==> src/axis_pkt_consts.svh <==
// ====================
// packetizer widths and FIFO depth
// ====================

`ifndef AXIS_PKT_CONSTS_SVH
`define AXIS_PKT_CONSTS_SVH

// stream word width
`define AXIS_DATA_W 16

// packet length and word counter width
`define AXIS_LEN_W 8

// log2 of the FIFO depth
`define FIFO_ADDR_W 4
`define FIFO_DEPTH (1 << `FIFO_ADDR_W)

`endif

==> src/axis_pkt_pkg.sv <==
// ====================
// shared packetizer types
// ====================

`default_nettype none

`include "axis_pkt_consts.svh"

package axis_pkt_pkg;

   typedef logic [`AXIS_DATA_W-1:0] data_t;

   // packet length in words, 1 to 255
   typedef logic [`AXIS_LEN_W-1:0] len_t;

   typedef enum logic [1:0] {
      MERGE_IDLE = 2'd0,
      MERGE_CH0  = 2'd1,
      MERGE_CH1  = 2'd2
   } merge_state_e;

endpackage

`default_nettype wire

==> src/axis_if.sv <==
// ====================
// AXI-Stream link between converter and merger
// ====================

`default_nettype none

interface axis_if;
   import axis_pkt_pkg::*;

   logic  tvalid;
   logic  tready;
   data_t tdata;
   logic  tlast;

   modport src (
      output tvalid,
      output tdata,
      output tlast,
      input  tready
   );

   modport snk (
      input  tvalid,
      input  tdata,
      input  tlast,
      output tready
   );

endinterface

`default_nettype wire

==> src/axis_pkt_merge.sv <==
// ====================
// round-robin merger of two packet streams
// ====================

`default_nettype none

module axis_pkt_merge (
   input  wire logic           clk_i,
   input  wire logic           rst_n_i,
   axis_if.snk                 s0,
   axis_if.snk                 s1,
   output logic                m_tvalid_o,
   input  wire logic           m_tready_i,
   output axis_pkt_pkg::data_t m_tdata_o,
   output logic                m_tlast_o,
   output logic                m_tid_o
);
   import axis_pkt_pkg::*;

   merge_state_e state;
   merge_state_e state_nxt;
   logic         last_grant;
   logic         gnt_act;
   logic         gnt_id;
   logic         beat_last;

   // grant source, idle picks combinationally
   always_comb begin
      gnt_act = 1'b1;
      gnt_id  = last_grant;
      case (state)
         MERGE_CH0: gnt_id = 1'b0;
         MERGE_CH1: gnt_id = 1'b1;
         default: begin
            if (s0.tvalid && s1.tvalid) begin
               // both waiting, serve the other one
               gnt_id = ~last_grant;
            end else if (s0.tvalid) begin
               gnt_id = 1'b0;
            end else if (s1.tvalid) begin
               gnt_id = 1'b1;
            end else begin
               gnt_act = 1'b0;
            end
         end
      endcase
   end

   assign m_tvalid_o = gnt_act & (gnt_id ? s1.tvalid : s0.tvalid);
   assign m_tdata_o  = gnt_id ? s1.tdata : s0.tdata;
   assign m_tlast_o  = gnt_id ? s1.tlast : s0.tlast;
   assign m_tid_o    = gnt_id;

   assign s0.tready = gnt_act & ~gnt_id & m_tready_i;
   assign s1.tready = gnt_act & gnt_id & m_tready_i;

   assign beat_last = m_tvalid_o & m_tready_i & m_tlast_o;

   always_comb begin
      state_nxt = state;
      if (beat_last) begin
         state_nxt = MERGE_IDLE;
      end else if (state == MERGE_IDLE && gnt_act) begin
         // lock the channel until its packet ends
         state_nxt = gnt_id ? MERGE_CH1 : MERGE_CH0;
      end
   end

   always_ff @(posedge clk_i or negedge rst_n_i) begin
      if (!rst_n_i) begin
         state      <= MERGE_IDLE;
         last_grant <= 1'b1;
      end else begin
         state <= state_nxt;
         if (state == MERGE_IDLE && gnt_act) begin
            last_grant <= gnt_id;
         end
      end
   end

   // packets never interleave on the master side
   a_grant_hold: assert property (
      @(posedge clk_i) disable iff (!rst_n_i)
      m_tvalid_o && !beat_last |=> state != MERGE_IDLE && m_tid_o == $past(m_tid_o)
   ) else $error("axis_pkt_merge: grant moved inside a packet");

   a_no_ready_ch0: assert property (
      @(posedge clk_i) disable iff (!rst_n_i)
      state == MERGE_CH0 |-> !s1.tready
   ) else $error("axis_pkt_merge: ch1 saw tready while ch0 granted");

   a_no_ready_ch1: assert property (
      @(posedge clk_i) disable iff (!rst_n_i)
      state == MERGE_CH1 |-> !s0.tready
   ) else $error("axis_pkt_merge: ch0 saw tready while ch1 granted");

endmodule

`default_nettype wire

==> src/axis_pkt_top.sv <==
// ====================
// two-channel AXI-Stream packetizer
// ====================

`default_nettype none

module axis_pkt_top (
   input  wire logic                clk_i,
   input  wire logic                rst_n_i,
   input  wire logic                en_i,
   input  wire logic                ch0_wr_en_i,
   input  wire axis_pkt_pkg::data_t ch0_wr_data_i,
   input  wire axis_pkt_pkg::len_t  ch0_len_i,
   output logic                     ch0_full_o,
   input  wire logic                ch1_wr_en_i,
   input  wire axis_pkt_pkg::data_t ch1_wr_data_i,
   input  wire axis_pkt_pkg::len_t  ch1_len_i,
   output logic                     ch1_full_o,
   output logic                     m_tvalid_o,
   input  wire logic                m_tready_i,
   output axis_pkt_pkg::data_t      m_tdata_o,
   output logic                     m_tlast_o,
   output logic                     m_tid_o
);
   import axis_pkt_pkg::*;

   logic  fifo0_read;
   logic  fifo0_empty;
   data_t fifo0_rdata;
   logic  fifo1_read;
   logic  fifo1_empty;
   data_t fifo1_rdata;

   axis_if s0_axis ();
   axis_if s1_axis ();

   // channel 0
   sync_fifo u_fifo0 (
      .clk_i    (clk_i),
      .rst_n_i  (rst_n_i),
      .wr_en_i  (ch0_wr_en_i),
      .wr_data_i(ch0_wr_data_i),
      .full_o   (ch0_full_o),
      .rd_en_i  (fifo0_read),
      .rd_data_o(fifo0_rdata),
      .empty_o  (fifo0_empty)
   );

   fifo2axis u_conv0 (
      .clk_i       (clk_i),
      .rst_n_i     (rst_n_i),
      .en_i        (en_i),
      .len_i       (ch0_len_i),
      .fifo_read_o (fifo0_read),
      .fifo_empty_i(fifo0_empty),
      .fifo_rdata_i(fifo0_rdata),
      .m_axis      (s0_axis.src),
      .level_o     ()
   );

   // channel 1
   sync_fifo u_fifo1 (
      .clk_i    (clk_i),
      .rst_n_i  (rst_n_i),
      .wr_en_i  (ch1_wr_en_i),
      .wr_data_i(ch1_wr_data_i),
      .full_o   (ch1_full_o),
      .rd_en_i  (fifo1_read),
      .rd_data_o(fifo1_rdata),
      .empty_o  (fifo1_empty)
   );

   fifo2axis u_conv1 (
      .clk_i       (clk_i),
      .rst_n_i     (rst_n_i),
      .en_i        (en_i),
      .len_i       (ch1_len_i),
      .fifo_read_o (fifo1_read),
      .fifo_empty_i(fifo1_empty),
      .fifo_rdata_i(fifo1_rdata),
      .m_axis      (s1_axis.src),
      .level_o     ()
   );

   axis_pkt_merge u_merge (
      .clk_i     (clk_i),
      .rst_n_i   (rst_n_i),
      .s0        (s0_axis.snk),
      .s1        (s1_axis.snk),
      .m_tvalid_o(m_tvalid_o),
      .m_tready_i(m_tready_i),
      .m_tdata_o (m_tdata_o),
      .m_tlast_o (m_tlast_o),
      .m_tid_o   (m_tid_o)
   );

endmodule

`default_nettype wire

==> src/fifo2axis.sv <==
// ====================
// FIFO to AXI-Stream converter
// cuts the word flow into packets of len_i words
// ====================

`default_nettype none

module fifo2axis (
   input  wire logic               clk_i,
   input  wire logic               rst_n_i,
   input  wire logic               en_i,
   input  wire axis_pkt_pkg::len_t len_i,
   output logic                    fifo_read_o,
   input  wire logic               fifo_empty_i,
   input  wire axis_pkt_pkg::data_t fifo_rdata_i,
   axis_if.src                     m_axis,
   output logic [1:0]              level_o
);
   import axis_pkt_pkg::*;

   logic  fifo_read_r;
   logic  read_cond;
   logic  output_en;
   logic  saved;
   data_t saved_tdata;
   logic  saved_tlast;
   len_t  word_cnt;
   len_t  len_m1;
   logic  tlast_nxt;

   // read when the output moves or when nothing is held or in flight
   assign read_cond   = m_axis.tready | ~(saved | fifo_read_r);
   assign fifo_read_o = en_i & ~fifo_empty_i & read_cond;

   assign output_en = ~m_axis.tvalid | m_axis.tready;

   // counter already points at the word now arriving
   assign len_m1    = len_i - 1'b1;
   assign tlast_nxt = (word_cnt == len_m1);

   always_ff @(posedge clk_i or negedge rst_n_i) begin
      if (!rst_n_i) begin
         fifo_read_r <= 1'b0;
         saved       <= 1'b0;
         // all ones so the first read lands on zero
         word_cnt    <= '1;
      end else begin
         fifo_read_r <= fifo_read_o;
         if (output_en) begin
            saved <= 1'b0;
         end else if (fifo_read_r) begin
            saved <= 1'b1;
         end
         if (fifo_read_o) begin
            word_cnt <= (word_cnt == len_m1) ? '0 : word_cnt + 1'b1;
         end
      end
   end

   // holding slot
   always_ff @(posedge clk_i) begin
      if (fifo_read_r) begin
         saved_tdata <= fifo_rdata_i;
         saved_tlast <= tlast_nxt;
      end
   end

   // output register loads the slot first
   always_ff @(posedge clk_i or negedge rst_n_i) begin
      if (!rst_n_i) begin
         m_axis.tvalid <= 1'b0;
         m_axis.tlast  <= 1'b0;
      end else if (output_en) begin
         m_axis.tvalid <= saved | fifo_read_r;
         m_axis.tlast  <= saved ? saved_tlast : tlast_nxt;
      end
   end

   always_ff @(posedge clk_i) begin
      if (output_en) begin
         m_axis.tdata <= saved ? saved_tdata : fifo_rdata_i;
      end
   end

   always_comb begin
      if (saved && m_axis.tvalid) begin
         level_o = 2'd2;
      end else if (saved || m_axis.tvalid) begin
         level_o = 2'd1;
      end else begin
         level_o = 2'd0;
      end
   end

   // a word in flight must never meet an occupied slot
   a_no_overrun: assert property (
      @(posedge clk_i) disable iff (!rst_n_i)
      saved |-> !fifo_read_r
   ) else $error("fifo2axis: word arrived while the slot was full");

   a_slot_behind_out: assert property (
      @(posedge clk_i) disable iff (!rst_n_i)
      saved |-> m_axis.tvalid
   ) else $error("fifo2axis: slot holds a word behind an empty output");

   // stream rule across stalled cycles
   a_tvalid_hold: assert property (
      @(posedge clk_i) disable iff (!rst_n_i)
      m_axis.tvalid && !m_axis.tready |=>
         m_axis.tvalid && $stable(m_axis.tdata) && $stable(m_axis.tlast)
   ) else $error("fifo2axis: output changed while stalled");

endmodule

`default_nettype wire

==> src/sync_fifo.sv <==
// ====================
// synchronous FIFO, registered read data
// ====================

`default_nettype none

`include "axis_pkt_consts.svh"

module sync_fifo (
   input  wire logic                clk_i,
   input  wire logic                rst_n_i,
   input  wire logic                wr_en_i,
   input  wire axis_pkt_pkg::data_t wr_data_i,
   output logic                     full_o,
   input  wire logic                rd_en_i,
   output axis_pkt_pkg::data_t      rd_data_o,
   output logic                     empty_o
);
   import axis_pkt_pkg::*;

   localparam int unsigned ADDR_W = `FIFO_ADDR_W;
   localparam int unsigned DEPTH  = `FIFO_DEPTH;

   data_t             mem [DEPTH];
   // pointers carry one extra bit to tell full from empty
   logic [ADDR_W:0]   wr_ptr;
   logic [ADDR_W:0]   rd_ptr;
   logic [ADDR_W:0]   fill;
   logic              wr_ok;
   logic              rd_ok;

   assign empty_o = (wr_ptr == rd_ptr);
   assign full_o  = (wr_ptr[ADDR_W] != rd_ptr[ADDR_W]) &&
                    (wr_ptr[ADDR_W-1:0] == rd_ptr[ADDR_W-1:0]);

   // words stored, wraps with the pointers
   assign fill = wr_ptr - rd_ptr;

   // blocked accesses are dropped
   assign wr_ok = wr_en_i & ~full_o;
   assign rd_ok = rd_en_i & ~empty_o;

   always_ff @(posedge clk_i or negedge rst_n_i) begin
      if (!rst_n_i) begin
         wr_ptr <= '0;
         rd_ptr <= '0;
      end else begin
         if (wr_ok) begin
            wr_ptr <= wr_ptr + 1'b1;
         end
         if (rd_ok) begin
            rd_ptr <= rd_ptr + 1'b1;
         end
      end
   end

   // storage and read port
   always_ff @(posedge clk_i) begin
      if (wr_ok) begin
         mem[wr_ptr[ADDR_W-1:0]] <= wr_data_i;
      end
      if (rd_ok) begin
         rd_data_o <= mem[rd_ptr[ADDR_W-1:0]];
      end
   end

   // the reader must watch empty_o itself
   a_no_read_empty: assert property (
      @(posedge clk_i) disable iff (!rst_n_i)
      rd_en_i |-> !empty_o
   ) else $error("sync_fifo: read strobe while empty");

   a_fill_max: assert property (
      @(posedge clk_i) disable iff (!rst_n_i)
      fill <= DEPTH
   ) else $error("sync_fifo: more words stored than entries");

endmodule

`default_nettype wire
==> config.mk <==
export PLATFORM = sky130hd
export DESIGN_NAME = axis_pkt_top
export DESIGN_NICKNAME = d
export VERILOG_FILES = /design/src/axis_pkt_pkg.sv /design/src/axis_if.sv /design/src/axis_pkt_merge.sv /design/src/axis_pkt_top.sv /design/src/fifo2axis.sv /design/src/sync_fifo.sv
export VERILOG_INCLUDE_DIRS = /design/src
export SDC_FILE = /design/constraint.sdc
export NUM_CORES = 1
export LEC_CHECK = 0
export BUFFER_PORTS_ARGS = -buffer_cell sky130_fd_sc_hd__buf_2
export CAP_MARGIN = 20
export CORE_MARGIN = 1
export CORE_UTILIZATION = 55
export DETAILED_ROUTE_END_ITERATION = 10
export PLACE_DENSITY = 0.82
export SLEW_MARGIN = 20
export SYNTH_ARGS = -nofsm -noshare
export SYNTH_HDL_FRONTEND = slang
export SYNTH_SLANG_ARGS = --single-unit
==> constraint.sdc <==
create_clock -name clk_i -period 3.99 [get_ports clk_i]
set_input_delay 0.1995 -clock clk_i [delete_from_list [all_inputs] [get_ports clk_i]]
set_output_delay 0.1995 -clock clk_i [all_outputs]
set_load 0.01 [all_outputs]
# == Word level (Yosys, flattened, before mapping) ==
# Memory sizes are Yosys's and may differ from the RTL's. A register that Yosys moved wholly into a read port is not among the register bits.
# Cells that the tools add are included.
# W data, S select, Z words.
# word_totals
reg_bits,113
mem_bits_rw,512
in_bits,54
out_inout_bits,21
word_cells,110
memories,2
# op_classes
add_sub_neg,8
eq_ne,10
n_mux,28
bitwise,31
n_reduce_logical,9
# memory_table
name,words,width,rd,rd_clocked_by_memory_dff,write_ports,line_no,source
u_fifo0.mem,16,16,1,1,1,sync_fifo.sv:24,data_t mem [DEPTH];
u_fifo1.mem,16,16,1,1,1,sync_fifo.sv:24,
# ops
cell,count
$mux W16,3
$add A5 B1 Y5 const B,4
$mux W1,19
$add A8 B1 Y8 const B,2
$eq A8 B8 Y1,2
$mux W8,2
$sub A8 B1 Y8 const B,2
$and A1 B1 Y1,15
$eq A5 B5 Y1,2
$not A1 Y1,10
$eq A4 B4 Y1,2
$mux W2,3
$or A1 B1 Y1,6
$reduce_bool A2 Y1,3
$logic_and A1 B1 Y1,4
$eq A2 B1 Y1 const B,1
$eq A2 B2 Y1 const B,1
$logic_not A2 Y1,1
$ne A1 B1 Y1,2
$pmux W1 S2,1
$reduce_or A2 Y1,1

# == Longest topological paths before layout ==
# logic_depth
ltp_word,10
depth_mapped,10
ltp_nobuf,9

# == Modules after synthesis ==
# Synthesis repeated with hierarchy kept, for this count alone.
# hier_totals
cells_unflattened,1315
area_unflattened_um2,26216.4
# modules_own_cells
mod,instances,cells_each,area_each_um2,seq_area_each_um2
sync_fifo,2,489,10784.1,8418.1
fifo2axis,2,143,2049.5,1301.2
axis_pkt_merge,1,51,549.3,76.3

# == Worst setup path before layout ==
# Ideal clock, no wire load.
# synth_timing
path_kind,reg2reg
from,reg u_fifo1.wr_ptr[3]
to,"mem u_fifo1.mem[4][0] in the netlist's numbering, enable pin"
setup_time_ps,409
t_arrival_ps,2580
required_ps,3581
slack_ps,1000
path_stages_with_launch,9
n_path_buf,2
period_less_slack_ps,2990
path_cell_list,dfrtp_1 > clkbuf_1 > xnor2_1 > nand4_1 > nand2b_1 > and2_1 > clkbuf_1 > nand2_1 > nor3_1
# synth_between
elab_chain_cells,6
# synth_rtl
item,line_no,source
start: declaration,sync_fifo.sv:26,logic [ADDR_W:0] wr_ptr;
start signal: assignment,sync_fifo.sv:49,wr_ptr <= wr_ptr + 1'b1;
$eq A4 B4 Y1,sync_fifo.sv:34,(wr_ptr[ADDR_W-1:0] == rd_ptr[ADDR_W-1:0]);
$logic_and A1 B1 Y1,sync_fifo.sv:33,assign full_o = (wr_ptr[ADDR_W] != rd_ptr[ADDR_W]) &&
$not A1 Y1,sync_fifo.sv:40,assign wr_ok = wr_en_i & ~full_o;
$and A1 B1 Y1,sync_fifo.sv:40,
$mux W1,sync_fifo.sv:59,if (wr_ok) begin
$mux W1 (not written as such),sync_fifo.sv:60,mem[wr_ptr[ADDR_W-1:0]] <= wr_data_i;
end: declaration,sync_fifo.sv:24,
# Several ways; a longest one is shown, not always the timed one.

# == Final worst setup path ==
# layout_timing
from,reg u_merge.state[1]
to,out m_tvalid_o
# layout_between
elab_chain_cells,4
word_cells_on_any_way,7
cone_classes,eq/ne: 2; mux: 3; bitwise: 1; reduce/logical: 1
# layout_rtl
item,line_no,source
start: declaration,axis_pkt_merge.sv:20,merge_state_e state;
start signal: assignment,axis_pkt_merge.sv:74,state <= state_nxt;
$eq A2 B2 Y1 / $eq A2 B1 Y1 (equally long branches),axis_pkt_merge.sv:31,case (state)
$pmux W1 S2 / $reduce_or A2 Y1 (equally long branches),--,
"$mux W1, on equally long branches","axis_pkt_merge.sv:49, axis_pkt_merge.sv:31",
$and A1 B1 Y1 (*),axis_pkt_merge.sv:49,assign m_tvalid_o = gnt_act & (gnt_id ? s1.tvalid : s0.tvalid);
end: declaration,axis_pkt_top.sv:19,"output logic m_tvalid_o,"
# Every way passes the cells marked *; elsewhere a longest branch is shown, timed or not.

==> metrics.csv <==
metric,value,unit
ys_async_sr_fraction,7.15,%
hold_class,primary input to asynchronous set/reset pin,
finalCritPeriodShare,76.1,%
power.share.switching,30.3,%
netlist_instances,1220,
crit_chain,inv_1 -> ha_1 -> nand2_1 -> o21a_1 -> mux2_2 -> buf_2,
drt-total-wl,56.9,mm
synth-seq-cells,657,
p_leak,9.70,nW
path_class,flip-flop to output port,
p_int,15.1,mW
r2r_cells,6,
worst_slew_pin_slew,1.02,ns
drc_errors,2,
drt_iter0_drc,1510,
hold-worst-slack,0.0511,ns
start_util,55.7,%
hold_viol,0,
critPathBufInv,2,
crit_arrival,2.84,ns
antenna_found_initial,4,
hpwlAfterDp,30.9,mm
dpl_cell_area,27200,um2
power.switching,6.58,mW
crit_slowest_cell,o21a_1,
avgSynthCellArea,21.2,um2
clk_pin_slew_worst_paths,0.06,ns
layout_commonest_cell,edfxtp_1,
die-area,47900,um2
gp_congestion,0.838,
seq_area_frac_synth,75.4,%
seqCellArea,19500,um2
vias,12843,
slew_headroom,31.8,%
clk_latency,0.63,ns
end_kind,output port,
synth-warning-count,0,
grt_usage,24.4,%
combPwrFrac,28.8,%
dr.pass1.iters,10,
critPathMaxStageDelay,0.66,ns
layout-drive-gt1-share,31.9,%
htree_levels,2,
fillerInstances,2940,
max_freq,330,MHz
synth_nets,1290,
drv_slew,0,
cts_max_path_buffers,3,
cts_setup_buffers,0,
wl_per_cell,28.0,um
critPathLaunchType,flip-flop,
area_growth,13.4,%
powerDensity,740,nW/um2
max_cap_violations,0,
root_buffer,clkbuf_16,
violations,DRC,
r2r_slack,1.02,ns
ys.flop_type,edfxtp_1,
tns,0,ns
cts_num_sinks,657,
netlist_area,25900,um2
multi_input_area,6020,um2
status,"complete, but fails checks",
die_x,219,um
fin_worst_skew,0.0247,ns
r2r_start,u_fifo0.rd_ptr[0],
r2r_end,u_fifo0.mem[15][3],
vias_per_cell,6.31,
grt_pass1_vias,13204,
peakVddDrop,0.759,mV
clock_power_share,24.8,%
io_buffers,74,
cts_tree,built,
grt_pass1_wl,83.9,mm
antenna_left,0,
critPathMaxFanout,19,
row_count,79,
cp_top_family,compound AO/OA/AOI/OAI gates,
rsz0062_at_grt,false,
cts_inserted_buffers,61,
period_needed,3.03,ns
design_area,29300,um2
overflow,0,
finalSetupViolCount,0,
final_cell_mix,"610 x edfxtp_1, 160 x mux4_2, 74 x buf_2",
fin_nets,1451,
grt_max_degree,68,
ys_types,62,
core-area,46500,um2
die_h,219,um
pwr-share-seq,46.5,%
worstPathRequired,3.79,ns
synth_edf_count,610,
io_pins,75,
num_antenna_cells,0,
==> synthesized netlist by cell type, types with 4 or more instances <==
| cell | count | share of area (%) |
|---|---|---|
| o21a_1 | 4 | 0.12 |
| o2bb2ai_1 | 6 | 0.20 |
| and2_1 | 11 | 0.27 |
| nor2_1 | 24 | 0.35 |
| o21ai_0 | 9 | 0.17 |
| and3b_1 | 4 | 0.14 |
| dfstp_2 | 17 | 1.7 |
| edfxtp_1 | 610 | 71 |
| xnor2_1 | 34 | 1.2 |
| nand2_1 | 29 | 0.42 |
| xor2_1 | 9 | 0.30 |
| nor3_1 | 16 | 0.31 |
| inv_1 | 36 | 0.52 |
| buf_2 | 16 | 0.31 |
| mux2_2 | 50 | 2.2 |
| mux4_2 | 160 | 14 |
| o22ai_1 | 6 | 0.15 |
| dfrtp_1 | 30 | 2.9 |
| nand4_1 | 12 | 0.29 |
| and3_1 | 6 | 0.15 |
| nand3_1 | 8 | 0.15 |
| clkbuf_1 | 31 | 0.45 |
| ha_1 | 16 | 0.77 |
| buf_1 | 7 | 0.10 |
| nand2b_1 | 12 | 0.29 |
| a21oi_1 | 9 | 0.17 |
==> metal layers <==
metal  wire (um)  share of wire [%]  vias up  GRT usage, %
li1            -                  -     5296             -
met1       21800                 38     6716          32.8
met2       28800                 51      692          40.9
met3        4610                8.1      133          4.55
met4        1630                2.9        6          7.55
met5          41              0.072        -             0
==> worst max path at each step <==
stage / startpoint / endpoint / slack (ns) / cells after the start
finish: u_merge.state[1] / m_tvalid_o / 0.96 / 6
global route: u_merge.state[1] / m_tvalid_o / 0.80 / 6
global placement: u_fifo0.rd_ptr[0] / u_fifo0.mem[15][6] / 1.35 / 6
CTS: u_merge.state[1] / m_tvalid_o / 0.94 / 6
floorplan: u_fifo1.wr_ptr[3] / u_fifo1.mem[4][0] / 1.00 / 8
detailed placement: u_fifo0.rd_ptr[0] / u_fifo0.mem[15][4] / 1.18 / 6
==> registers in the layout (all words and copies together) (netlist names), 16 cells and up <==
register / count
u_conv0.m_axis.tdata: 16
u_conv0.saved_tdata: 16
u_conv1.m_axis.tdata: 16
u_conv1.saved_tdata: 16
u_fifo0.mem: 256
u_fifo0.rd_data_o: 16
u_fifo1.mem: 256
u_fifo1.rd_data_o: 16
==> power by group through the flow <==
stage / registers, mW / logic, mW / clock network [mW]
2_1_floorplan: 9.68 / 4.56 / 0
3_3_place_gp: 10.1 / 5.91 / 0
3_5_place_dp: 10.2 / 6.09 / 0
4_1_cts: 10.1 / 6.27 / 5.44
5_1_grt: 10.2 / 6.65 / 5.70
6_report: 10.1 / 6.25 / 5.37
==> metrics by stage <==
stage | util [%] | instances | total power [mW] | setup slack, ns
finish | 63.2 | 2035 | 21.7 | 0.955
global route | 63.2 | 2035 | 22.5 | 0.798
floorplan | - | 1220 | 14.2 | 1.00
CTS | 63.2 | 2035 | 21.8 | 0.942
global placement | 58.5 | 1891 | 16.0 | 1.35
detailed placement | 58.5 | 1891 | 16.3 | 1.18
==> cell type report <==
type / count / share of cell area, %
Sequential cell: 657 / 66.5
Inverter: 38 / 0.486
Clock inverter: 36 / 0.874
Clock buffer: 74 / 5.37
Tap cell: 607 / 2.59
Timing Repair Buffer: 153 / 3.62
Multi-Input combinational cell: 470 / 20.5
==> cells by family after synthesis <==
family,synth area share (%)
AND/OR/NAND/NOR,3.08
flip-flops,75.4
multiplexers,16.2
AO/OA/AOI/OAI,1.52
buffers and inverters,1.44
adder cells (fa/ha/maj),0.774
XOR/XNOR,1.52
==> what timing repair did <==
item | 4_1_cts | 5_1_grt
hold buffers | 34 | 0
resized for setup | 0 | 0
endpoints found under the hold margin | 535 | 0
Power figures use the tool's default switching activity.
